===== src/verilog/divSqrtPkg.sv =====
// Divide and square-root unit, shared definitions
// Half-precision operand sizes, iteration sizes and the structs
// that carry a request, the preprocessed operands and a result

package divSqrtPkg;

  ////////////////////////////////////////////////////////////////////////////
  // Operand format
  ////////////////////////////////////////////////////////////////////////////

  // Biased exponent width
  localparam int Ne = 5;
  // Fraction width, leading one implied
  localparam int Nf = 10;
  localparam int Bias = 15;

  ////////////////////////////////////////////////////////////////////////////
  // Iteration sizing
  ////////////////////////////////////////////////////////////////////////////

  // Digits produced over the whole operation, quotient is U1.DivB
  localparam int DivB = 12;
  // Stage copies chained per clock
  localparam int DivCopies = 2;
  localparam int IterCycles = DivB / DivCopies;
  // Carry-save remainder, Q4.DivB
  localparam int ResW = DivB + 4;

  // One operation as seen at the top level
  typedef struct packed {
    logic sqrt;
    logic [Ne-1:0] xExp;
    logic [Nf-1:0] xFrac;
    logic [Ne-1:0] yExp;
    logic [Nf-1:0] yFrac;
  } divReqT;

  // One result
  typedef struct packed {
    logic [Ne-1:0] exp;
    logic [Nf-1:0] frac;
    logic sticky;
    logic zero;
    logic divZero;
  } divResT;

  // Registered preprocessor output, held for the whole operation
  typedef struct packed {
    logic [DivB:0] x;
    logic [Nf-1:0] d;
    logic sqrt;
    // Signed, room for under- and overflow
    logic signed [Ne+1:0] exp;
    logic xZero;
    logic divZero;
  } iterInitT;

endpackage

===== src/verilog/divSqrtUnit.sv =====
// Half-precision divide and square-root unit, top level
// Preprocessor, controller, two-digit iteration block, postprocessor

`timescale 1ns/100ps

module divSqrtUnit (
  input  logic               clk,
  input  logic               reset,
  input  logic               start,
  input  divSqrtPkg::divReqT req,
  output logic               busy,
  output logic               done,
  output divSqrtPkg::divResT res
);
  import divSqrtPkg::*;

  iterInitT init;
  logic accept;
  logic load;
  logic lastIter;
  logic [ResW-1:0] ws;
  logic [ResW-1:0] wc;
  logic [DivB:0] quot;
  logic [DivB:0] quotM;

  // Starts during an operation, its load or its last cycle are dropped
  assign accept = start & ~busy & ~load & ~lastIter;

  divSqrtPreproc uPreproc (
    .clk, .reset, .start(accept), .req, .init
  );

  // Completion is signalled by the result register
  divSqrtFsm uFsm (
    .clk, .reset, .start(accept), .busy, .load, .lastIter, .done()
  );

  divSqrtIter uIter (
    .clk, .load, .busy, .init, .ws, .wc, .quot, .quotM
  );

  divSqrtPostproc uPostproc (
    .clk, .reset, .lastIter, .ws, .wc, .quot, .quotM, .init, .done, .res
  );

endmodule


===== src/verilog/divSqrtPostproc.sv =====
// Divide/sqrt postprocessor
// Resolves the remainder sign, picks quotient or quotient minus one,
// normalizes, and registers the result with sticky and flags

`timescale 1ns/100ps

module divSqrtPostproc (
  input  logic                        clk,
  input  logic                        reset,
  input  logic                        lastIter,
  input  logic [divSqrtPkg::ResW-1:0] ws,
  input  logic [divSqrtPkg::ResW-1:0] wc,
  input  logic [divSqrtPkg::DivB:0]   quot,
  input  logic [divSqrtPkg::DivB:0]   quotM,
  input  divSqrtPkg::iterInitT        init,
  output logic                        done,
  output divSqrtPkg::divResT          res
);
  import divSqrtPkg::*;

  logic [ResW-1:0] rem;
  logic [ResW-1:0] remFix;
  logic neg;
  logic [DivB:0] mant;
  logic lost;
  logic signed [Ne+1:0] expN;
  divResT nextRes;

  // Remainder after correcting the final digit down by one ulp
  assign rem = ws + wc;
  assign neg = rem[ResW-1];
  // Sqrt adds 4SM + 2^-(DivB-1), divide adds 2d
  assign remFix = init.sqrt ?
    rem + {1'b0, quotM, 2'b00} + {{(ResW-2){1'b0}}, 2'b10} :
    rem + {2'b00, 1'b1, init.d, {(DivB-Nf+1){1'b0}}};

  assign mant = neg ? quotM : quot;

  always_comb begin
    // Normalize on the integer bit
    if (mant[DivB]) begin
      nextRes.frac = mant[DivB-1 -: Nf];
      lost = |mant[DivB-Nf-1:0];
      expN = init.exp;
    end else begin
      nextRes.frac = mant[DivB-2 -: Nf];
      lost = |mant[DivB-Nf-2:0];
      expN = init.exp - 7'sd1;
    end
    nextRes.exp = expN[Ne-1:0];
    nextRes.sticky = lost | (neg ? |remFix : |rem);
    nextRes.zero = init.xZero;
    nextRes.divZero = init.divZero;
    // Special cases carry no magnitude
    if (init.xZero || init.divZero) begin
      nextRes.frac = '0;
      nextRes.exp = '0;
    end
  end

  always_ff @(posedge clk) begin
    if (reset) begin
      done <= 1'b0;
      res <= '0;
    end else begin
      done <= lastIter;
      if (lastIter) begin
        res <= nextRes;
      end
    end
  end

endmodule


===== src/verilog/divSqrtFsm.sv =====
// Divide/sqrt controller
// Down counter over the iteration cycles, with load, busy,
// last-iteration and done strobes

`timescale 1ns/100ps

module divSqrtFsm (
  input  logic clk,
  input  logic reset,
  input  logic start,
  output logic busy,
  output logic load,
  output logic lastIter,
  output logic done
);
  import divSqrtPkg::*;

  logic [2:0] count;

  always_ff @(posedge clk) begin
    if (reset) begin
      load <= 1'b0;
      busy <= 1'b0;
      lastIter <= 1'b0;
      done <= 1'b0;
      count <= '0;
    end else begin
      // Accepted start becomes a load pulse
      load <= start & ~busy;
      lastIter <= busy && (count == '0);
      done <= lastIter;
      if (load) begin
        busy <= 1'b1;
        count <= 3'(IterCycles - 1);
      end else if (busy) begin
        if (count == '0) begin
          busy <= 1'b0;
        end else begin
          count <= count - 3'd1;
        end
      end
    end
  end

  doneLoadA: assert property (@(posedge clk) disable iff (reset)
    !(done && load));

  // Busy drops right after the iteration cycles
  busyLenA: assert property (@(posedge clk) disable iff (reset)
    $rose(busy) |-> ##IterCycles !busy);

endmodule


===== src/verilog/divSqrtIter.sv =====
// Divide/sqrt iteration block
// Holds the carry-save remainder, divisor, root position constant
// and quotient/root pairs, and advances two digits per clock

`timescale 1ns/100ps

module divSqrtIter (
  input  logic                        clk,
  input  logic                        load,
  input  logic                        busy,
  input  divSqrtPkg::iterInitT        init,
  output logic [divSqrtPkg::ResW-1:0] ws,
  output logic [divSqrtPkg::ResW-1:0] wc,
  output logic [divSqrtPkg::DivB:0]   quot,
  output logic [divSqrtPkg::DivB:0]   quotM
);
  import divSqrtPkg::*;

  logic [Nf-1:0] dReg;
  logic [DivB-1:0] cReg;
  logic [DivB:0] qReg;
  logic [DivB:0] qmReg;
  logic [DivB:0] sReg;
  logic [DivB:0] smReg;
  logic signed [3:0] estTop;

  // Chain nodes, index 0 is the register side
  logic [ResW-1:0] wsA [DivCopies+1];
  logic [ResW-1:0] wcA [DivCopies+1];
  logic [DivB:0] qA [DivCopies+1];
  logic [DivB:0] qmA [DivCopies+1];
  logic [DivB:0] sA [DivCopies+1];
  logic [DivB:0] smA [DivCopies+1];
  logic [DivB-1:0] cA [DivCopies+1];

  assign wsA[0] = ws;
  assign wcA[0] = wc;
  assign qA[0] = qReg;
  assign qmA[0] = qmReg;
  assign sA[0] = sReg;
  assign smA[0] = smReg;
  assign cA[0] = cReg;

  for (genvar i = 0; i < DivCopies; i++) begin : gStage
    divSqrtStage uStage (
      .ws(wsA[i]), .wc(wcA[i]), .d(dReg), .sqrt(init.sqrt),
      .q(qA[i]), .qm(qmA[i]), .s(sA[i]), .sm(smA[i]), .c(cA[i]),
      .wsNext(wsA[i+1]), .wcNext(wcA[i+1]),
      .qNext(qA[i+1]), .qmNext(qmA[i+1]),
      .sNext(sA[i+1]), .smNext(smA[i+1]), .cNext(cA[i+1])
    );
  end

  ////////////////////////////////////////////////////////////////////////////
  // Registers with start muxes
  ////////////////////////////////////////////////////////////////////////////

  always_ff @(posedge clk) begin
    if (load) begin
      // Sqrt starts from 2(x - 1) with root 1, divide from x
      if (init.sqrt) begin
        ws <= {2'b00, init.x, 1'b0} - {4'b0010, {DivB{1'b0}}};
      end else begin
        ws <= {3'b000, init.x};
      end
      wc <= '0;
      dReg <= init.d;
      // First root digit has weight 1/2
      cReg <= {1'b1, {(DivB-1){1'b0}}};
      qReg <= '0;
      qmReg <= '1;
      sReg <= {1'b1, {DivB{1'b0}}};
      smReg <= '0;
    end else if (busy) begin
      ws <= wsA[DivCopies];
      wc <= wcA[DivCopies];
      cReg <= cA[DivCopies];
      qReg <= qA[DivCopies];
      qmReg <= qmA[DivCopies];
      sReg <= sA[DivCopies];
      smReg <= smA[DivCopies];
    end
  end

  // Divide digits sit one place low, realign to U1.DivB
  assign quot = init.sqrt ? sReg : {qReg[DivB-1:0], 1'b0};
  assign quotM = init.sqrt ? smReg : {qmReg[DivB-1:0], 1'b0};

  // Estimate must stay clear of the Q4 wrap for the whole iteration
  assign estTop = ws[ResW-1:ResW-4] + wc[ResW-1:ResW-4];

  estRangeA: assert property (@(posedge clk)
    busy |-> (estTop >= -4'sd6) && (estTop <= 4'sd5));

endmodule


===== src/verilog/divSqrtStage.sv =====
// One radix-2 SRT step for divide or square root
// Digit selection from the remainder estimate, carry-save update
// and on-the-fly conversion of quotient and root

`timescale 1ns/100ps

module divSqrtStage (
  input  logic [divSqrtPkg::ResW-1:0] ws,
  input  logic [divSqrtPkg::ResW-1:0] wc,
  input  logic [divSqrtPkg::Nf-1:0]   d,
  input  logic                        sqrt,
  input  logic [divSqrtPkg::DivB:0]   q,
  input  logic [divSqrtPkg::DivB:0]   qm,
  input  logic [divSqrtPkg::DivB:0]   s,
  input  logic [divSqrtPkg::DivB:0]   sm,
  input  logic [divSqrtPkg::DivB-1:0] c,
  output logic [divSqrtPkg::ResW-1:0] wsNext,
  output logic [divSqrtPkg::ResW-1:0] wcNext,
  output logic [divSqrtPkg::DivB:0]   qNext,
  output logic [divSqrtPkg::DivB:0]   qmNext,
  output logic [divSqrtPkg::DivB:0]   sNext,
  output logic [divSqrtPkg::DivB:0]   smNext,
  output logic [divSqrtPkg::DivB-1:0] cNext
);
  import divSqrtPkg::*;

  logic signed [3:0] est;
  logic qPos;
  logic qNeg;
  logic [DivB:0] cWide;
  logic [DivB:0] c3;
  logic [ResW-1:0] dTerm;
  logic [ResW-1:0] posTerm;
  logic [ResW-1:0] negTerm;
  logic [ResW-1:0] addend;
  logic [ResW-1:0] csaSum;
  logic [ResW-1:0] csaMaj;
  logic [ResW-1:0] csaCarry;

  // Integer part of the shifted remainder, off by less than 2
  assign est = ws[ResW-1:ResW-4] + wc[ResW-1:ResW-4];
  // est >= 0 gives +1, est == -1 gives 0, below that -1
  assign qPos = ~est[3];
  assign qNeg = est[3] & (est != -4'sd1);

  ////////////////////////////////////////////////////////////////////////////
  // Subtrahend selection
  ////////////////////////////////////////////////////////////////////////////

  // c is one-hot at weight 2^-(j+1)
  assign cWide = {1'b0, c};
  assign c3 = {c, 1'b0} | cWide;
  // Divisor 1.d in Q4.DivB
  assign dTerm = {3'b000, 1'b1, d, {(DivB-Nf){1'b0}}};
  // Sqrt, +1 digit: 2S + 2^-(j+1)
  assign posTerm = sqrt ? ({2'b00, s, 1'b0} | {3'b000, cWide}) : dTerm;
  // Sqrt, -1 digit: 2S - 2^-(j+1) = 2SM + 3*2^-(j+1)
  assign negTerm = sqrt ? ({2'b00, sm, 1'b0} | {3'b000, c3}) : dTerm;

  // Subtract via inverted term plus a carry-in in the free carry LSB
  assign addend = qPos ? ~posTerm : (qNeg ? negTerm : '0);

  // 3:2 carry-save adder
  assign csaSum = ws ^ wc ^ addend;
  assign csaMaj = (ws & wc) | (ws & addend) | (wc & addend);
  assign csaCarry = {csaMaj[ResW-2:0], qPos};

  // Next remainder is already doubled
  assign wsNext = {csaSum[ResW-2:0], 1'b0};
  assign wcNext = {csaCarry[ResW-2:0], 1'b0};

  ////////////////////////////////////////////////////////////////////////////
  // On-the-fly conversion
  ////////////////////////////////////////////////////////////////////////////

  // Quotient digits shift in at the LSB
  always_comb begin
    if (qPos) begin
      qNext = {q[DivB-1:0], 1'b1};
      qmNext = {q[DivB-1:0], 1'b0};
    end else if (qNeg) begin
      qNext = {qm[DivB-1:0], 1'b1};
      qmNext = {qm[DivB-1:0], 1'b0};
    end else begin
      qNext = {q[DivB-1:0], 1'b0};
      qmNext = {qm[DivB-1:0], 1'b1};
    end
  end

  // Root digits land at the position marked by c
  always_comb begin
    if (qPos) begin
      sNext = s | cWide;
      smNext = s;
    end else if (qNeg) begin
      sNext = sm | cWide;
      smNext = sm;
    end else begin
      sNext = s;
      smNext = sm | cWide;
    end
  end

  assign cNext = {1'b0, c[DivB-1:1]};

endmodule


===== src/verilog/divSqrtPreproc.sv =====
// Divide/sqrt preprocessor
// Captures an accepted request, aligns the radicand for odd exponents
// and forms the provisional result exponent and the zero flags

`timescale 1ns/100ps

module divSqrtPreproc (
  input  logic                 clk,
  input  logic                 reset,
  input  logic                 start,
  input  divSqrtPkg::divReqT   req,
  output divSqrtPkg::iterInitT init
);
  import divSqrtPkg::*;

  iterInitT nextInit;
  logic signed [Ne+1:0] biasS;
  logic signed [Ne+1:0] xExpS;
  logic signed [Ne+1:0] yExpS;
  // Unbiased dividend or radicand exponent
  logic signed [Ne+1:0] unb;
  logic signed [Ne+1:0] expDiv;
  logic signed [Ne+1:0] expSqrt;

  always_comb begin
    biasS = $signed((Ne+2)'(Bias));
    xExpS = $signed({2'b00, req.xExp});
    yExpS = $signed({2'b00, req.yExp});
    unb = xExpS - biasS;
    expDiv = xExpS - yExpS + biasS;
    // Halve, rounded up when odd since the radicand gets halved too
    expSqrt = ((unb + 1) >>> 1) + biasS;

    nextInit.sqrt = req.sqrt;
    nextInit.d = req.yFrac;
    // Odd exponent: 0.1xFrac, radicand lands in [0.5, 1)
    if (req.sqrt && unb[0]) begin
      nextInit.x = {2'b01, req.xFrac, 1'b0};
    end else begin
      nextInit.x = {1'b1, req.xFrac, 2'b00};
    end
    nextInit.exp = req.sqrt ? expSqrt : expDiv;
    nextInit.xZero = (req.xExp == '0);
    // No divisor for sqrt
    nextInit.divZero = ~req.sqrt & (req.yExp == '0);
  end

  always_ff @(posedge clk) begin
    if (reset) begin
      init <= '0;
    end else if (start) begin
      init <= nextInit;
    end
  end

endmodule


===== config.mk =====
export PLATFORM = sky130hd
export DESIGN_NAME = divSqrtUnit
export DESIGN_NICKNAME = d
export VERILOG_FILES = /design/src/verilog/divSqrtPkg.sv /design/src/verilog/divSqrtUnit.sv /design/src/verilog/divSqrtPostproc.sv /design/src/verilog/divSqrtFsm.sv /design/src/verilog/divSqrtIter.sv /design/src/verilog/divSqrtStage.sv /design/src/verilog/divSqrtPreproc.sv
export SDC_FILE = /design/constraint.sdc
export NUM_CORES = 1
export LEC_CHECK = 0
export BUFFER_PORTS_ARGS = -buffer_cell sky130_fd_sc_hd__buf_2
export CAP_MARGIN = 10
export CELL_PAD_IN_SITES_DETAIL_PLACEMENT = 1
export CELL_PAD_IN_SITES_GLOBAL_PLACEMENT = 1
export CORE_ASPECT_RATIO = 0.75
export CORE_MARGIN = 2
export CORE_UTILIZATION = 51
export DETAILED_ROUTE_END_ITERATION = 10
export GPL_TIMING_DRIVEN = 0
export PLACE_DENSITY = 0.95
export RECOVER_POWER = 100
export SYNTH_ARGS = -nofsm -noshare
export SYNTH_HDL_FRONTEND = slang
export SYNTH_SLANG_ARGS = --single-unit

===== constraint.sdc =====
create_clock -name clk -period 14.3 [get_ports clk]
set_input_delay 0.715 -clock clk [delete_from_list [all_inputs] [get_ports clk]]
set_output_delay 0.715 -clock clk [all_outputs]
set_load 0.005 [all_outputs]

==> metrics.cfg <==
[sta]
rsz0062_at_grt = no
max_freq_mhz = 121
period_share_pct = 57.7
finalMaxSlewViolations = 0
final-hold-violation-count = 0
post-route-min-period_ns = 8.26
timing.setup.tns_ns = 0
relative_slew_slack_pct = 0.210
worst_clock_skew_ns = 0.0150
worst_pin_slew_ns = 1.49
setup_viol_count_final = 0

[clock_network]
cts.repair.resized = 0
cts.hold.buffers_added = 0
cts_tree = yes
clock_tree.htree_level_count = 4
cts_post_setup_buffers_inserted = 0
clock_path_buffers = 2
root_buffer = sky130_fd_sc_hd__clkbuf_16
clock_insertion_delay_worst_skew_ns = 0.45
worst_setup_hold_path_clk_slew_ns = 0.07
cts.sinks = 150
cts-buffers-inserted = 17

[routing]
drt_iter0_markers = 1523
via_count = 11518
ant_nets = 0
routed_wirelength_um = 44600
detail_route.drc_violations = 0
detail_route.first_pass.iterations = 5
routedWlPerCell_um = 26.2
vias_per_cell = 6.76

[min_path]
holdPathStages = 2
hold_end = uPostproc.res[7]$_SDFFE_PP0P_
hold_path.class = reg -> reg
timing.hold.worst.start = uPostproc.res[7]$_SDFFE_PP0P_

[place]
place.gp.congestion = 1.03
io_buffer_count = 53
hpwl_um = 33300

[global_routing]
first_global_vias = 11501
grt_max_degree = 20
antenna_found_initial = 0
gr-usage-all-layers_pct = 39.7
grt-ovfl-total = 0
first_pass_grt_wire_length_um = 68100

[synthesis]
avgSynthCellArea_um2 = 8.25
mapped_cell_area_mm2 = 0.0110
yosys_register_bits = 150
synth_seq_area_share_pct = 29.6
yosys-top-cells-area = sky130_fd_sc_hd__dfxtp_1 23%, sky130_fd_sc_hd__edfxtp_1 6.8%, sky130_fd_sc_hd__ha_1 6.5%
syn-instance-count = 1331
area_share_of_the_largest_cell_type_after_synthesis_pct = 22.8
ys_warn_count = 0
post_synth_num_cell_types = 77
synth_enable_flop_cells = 25
post-synth-top-area-cell = sky130_fd_sc_hd__dfxtp_1
yosys_most_used_dff = sky130_fd_sc_hd__dfxtp_1
syn-num-nets = 1450
synth_async_sr_flop_share_pct = 0

[flow_run]
max_capacitance_violation_count = 1

[setup_path]
cp_cell_sequence = ha_1 > inv_1 > fa_1 > xnor2_1 > and3b_1 > clkbuf_1 > nor2_1 > clkbuf_1 > clkbuf_1 > a31oi_1 > fa_1 > inv_1 > ha_1 > a21oi_1 > xor2_1 > xnor2_1 > nor2_1 > clkbuf_1 > o21ai_0 > o22ai_1 > fa_1 > nor2_1 > a21oi_1
critical_path_buf_inv_count = 6
critical_path_arrival_ns = 8.43
type_of_the_worst_setup_path = reg -> reg
start_kind = flop
cp-end-kind = flop
crit_required_ns = 14.47
setup.reg_to_reg.worst_slack_ns = 6.04
crit_path_frequent_cell = sky130_fd_sc_hd__clkbuf_1
slowest_stage = sky130_fd_sc_hd__clkbuf_1
critical_path.max_fanout = 10
slowest_delay_ns = 0.62
r2r_cells = 23
worstReg2RegStart = uIter.wc[12]$_SDFFE_PP0P_
cp_top_family = buffers and inverters
endpoint_of_the_lowest_slack_register_to_register_path = uIter.ws[5]$_DFFE_PP_

[finish]
drive_gt1_share_pct = 7.70
synthToLayoutAreaGrowth_pct = 10.8
design.final.nets = 1522
final_common_cell = sky130_fd_sc_hd__nand2_1
n_antenna_cell = 0
num-fill-cells = 2631
final_cell_mix = 168 x sky130_fd_sc_hd__nand2_1, 162 x sky130_fd_sc_hd__nor2_1, 125 x sky130_fd_sc_hd__dfxtp_1, 114 x sky130_fd_sc_hd__a21oi_1, 85 x sky130_fd_sc_hd__clkbuf_1

[floorplan]
placement_rows = 46
die_x_um = 173
die_h_um = 131
dieArea_mm2 = 0.0227
total_core_area_mm2 = 0.0211
design.portCount = 54
floorplan.initialDensity_pct = 52.0

[outcome]
violations = max-capacitance violations
outcome = complete, but fails checks

[worst reg2reg max path, delay by kind of cell, from the launching register on]
| family | cells | cell delay (ns) |
|---|---|---|
| compound gates | 5 | 1.08 |
| fa+ha+maj | 5 | 2.06 |
| flops | 1 | 0.40 |
| buf+inv | 6 | 2.14 |
| xor+xnor | 3 | 0.81 |
| simple gates | 4 | 1.49 |
[cell usage after synthesis (5+ instances only)]
cell type	count
sky130_fd_sc_hd__nand3_1	31
sky130_fd_sc_hd__o21ai_0	39
sky130_fd_sc_hd__a31oi_1	16
sky130_fd_sc_hd__xnor2_1	39
sky130_fd_sc_hd__clkbuf_1	64
sky130_fd_sc_hd__a32oi_1	10
sky130_fd_sc_hd__o21ai_1	33
sky130_fd_sc_hd__o211ai_1	8
sky130_fd_sc_hd__nor3_1	22
sky130_fd_sc_hd__or2_1	10
sky130_fd_sc_hd__mux2_2	14
sky130_fd_sc_hd__buf_1	7
sky130_fd_sc_hd__dfxtp_1	125
sky130_fd_sc_hd__or4_1	8
sky130_fd_sc_hd__a211oi_1	10
sky130_fd_sc_hd__o22ai_1	37
sky130_fd_sc_hd__nand2_1	168
sky130_fd_sc_hd__fa_1	28
sky130_fd_sc_hd__ha_1	57
sky130_fd_sc_hd__inv_1	45
sky130_fd_sc_hd__edfxtp_1	25
sky130_fd_sc_hd__a21oi_1	114
sky130_fd_sc_hd__o32ai_1	7
sky130_fd_sc_hd__nor2_1	162
sky130_fd_sc_hd__a311oi_1	10
sky130_fd_sc_hd__a21o_1	10
sky130_fd_sc_hd__xor2_1	14
sky130_fd_sc_hd__a22o_1	21
sky130_fd_sc_hd__nor2b_1	5
sky130_fd_sc_hd__mux2i_1	70
sky130_fd_sc_hd__nand4_1	5
sky130_fd_sc_hd__nand3b_1	6
sky130_fd_sc_hd__nand2b_1	13
sky130_fd_sc_hd__mux4_2	9
[metrics by stage]
step	hold WS [ns]	std cells	utilization [%]	cell area (µm²)	worst slack [ns]
6_report	0.455	1704	57.6	12200	6.04
5_1_grt	0.486	1704	57.6	12200	5.75
4_1_cts	0.451	1704	57.9	12200	6.29
3_5_place_dp	0.442	1672	54.9	11600	6.26
3_3_place_gp	0.437	1672	54.9	11600	6.32
2_1_floorplan	0.437	1331	-	11000	8.57
[registers in the layout, summed over array words and instances, names as in the netlist, 10 cells and up]
signal and cells:
uIter.dReg 10, uIter.qReg 12, uIter.qmReg 12, uIter.sReg 13
uIter.smReg 13, uIter.wc 14, uIter.ws 15, uPostproc.res 18
uPreproc.init 30
[per-layer routing]
metal / share of wire (%) / global-route usage (%) / vias up
met5: 0 / 0 / -
met4: 3.6 / 15.5 / 0
met3: 10 / 8.33 / 137
met2: 44 / 63.3 / 666
met1: 42 / 53.3 / 5775
li1: - / - / 4940
[area by class of cell]
| class | instances | area, µm² | share of cell area (%) |
|---|---|---|---|
| sequential | 150 | 3250 | 26.7 |
| tap | 288 | 360 | 2.96 |
| buffer | 84 | 358 | 2.94 |
| multi-input combinational | 1050 | 7140 | 58.7 |
| clock inverter | 11 | 131 | 1.08 |
| timing repair buffer | 53 | 250 | 2.06 |
| clock buffer | 21 | 493 | 4.05 |
| inverter | 47 | 176 | 1.45 |
[worst max-delay path by stage]
stage / slack (ns) / start / endpoint / cells after the start
5_1_grt: 5.75 / uIter.wc[12]$_SDFFE_PP0P_ / uIter.ws[5]$_DFFE_PP_ / 23
2_1_floorplan: 8.57 / uIter.ws[12]$_DFFE_PP_ / uIter.ws[10]$_DFFE_PP_ / 23
6_report: 6.04 / uIter.wc[12]$_SDFFE_PP0P_ / uIter.ws[5]$_DFFE_PP_ / 23
3_3_place_gp: 6.32 / uIter.ws[12]$_DFFE_PP_ / uIter.ws[11]$_DFFE_PP_ / 23
3_5_place_dp: 6.26 / uIter.ws[12]$_DFFE_PP_ / uIter.ws[11]$_DFFE_PP_ / 23
4_1_cts: 6.29 / uIter.ws[12]$_DFFE_PP_ / uIter.ws[5]$_DFFE_PP_ / 23
[kinds of logic after synthesis]
logic type | Yosys count | share of synthesized area [%]
AOI/OAI and AO/OA | 364 | 21.5
xor gates and xnor gates | 53 | 4.23
adders and majority gates | 85 | 11.6
buffers and inverters | 131 | 5.03
DFF | 150 | 29.6
muxes | 94 | 9.79
and+or+nand+nor | 454 | 18.3
Power is not shown: default switching activity piles up to over one toggle a cycle in this logic, so the estimate is an artifact.
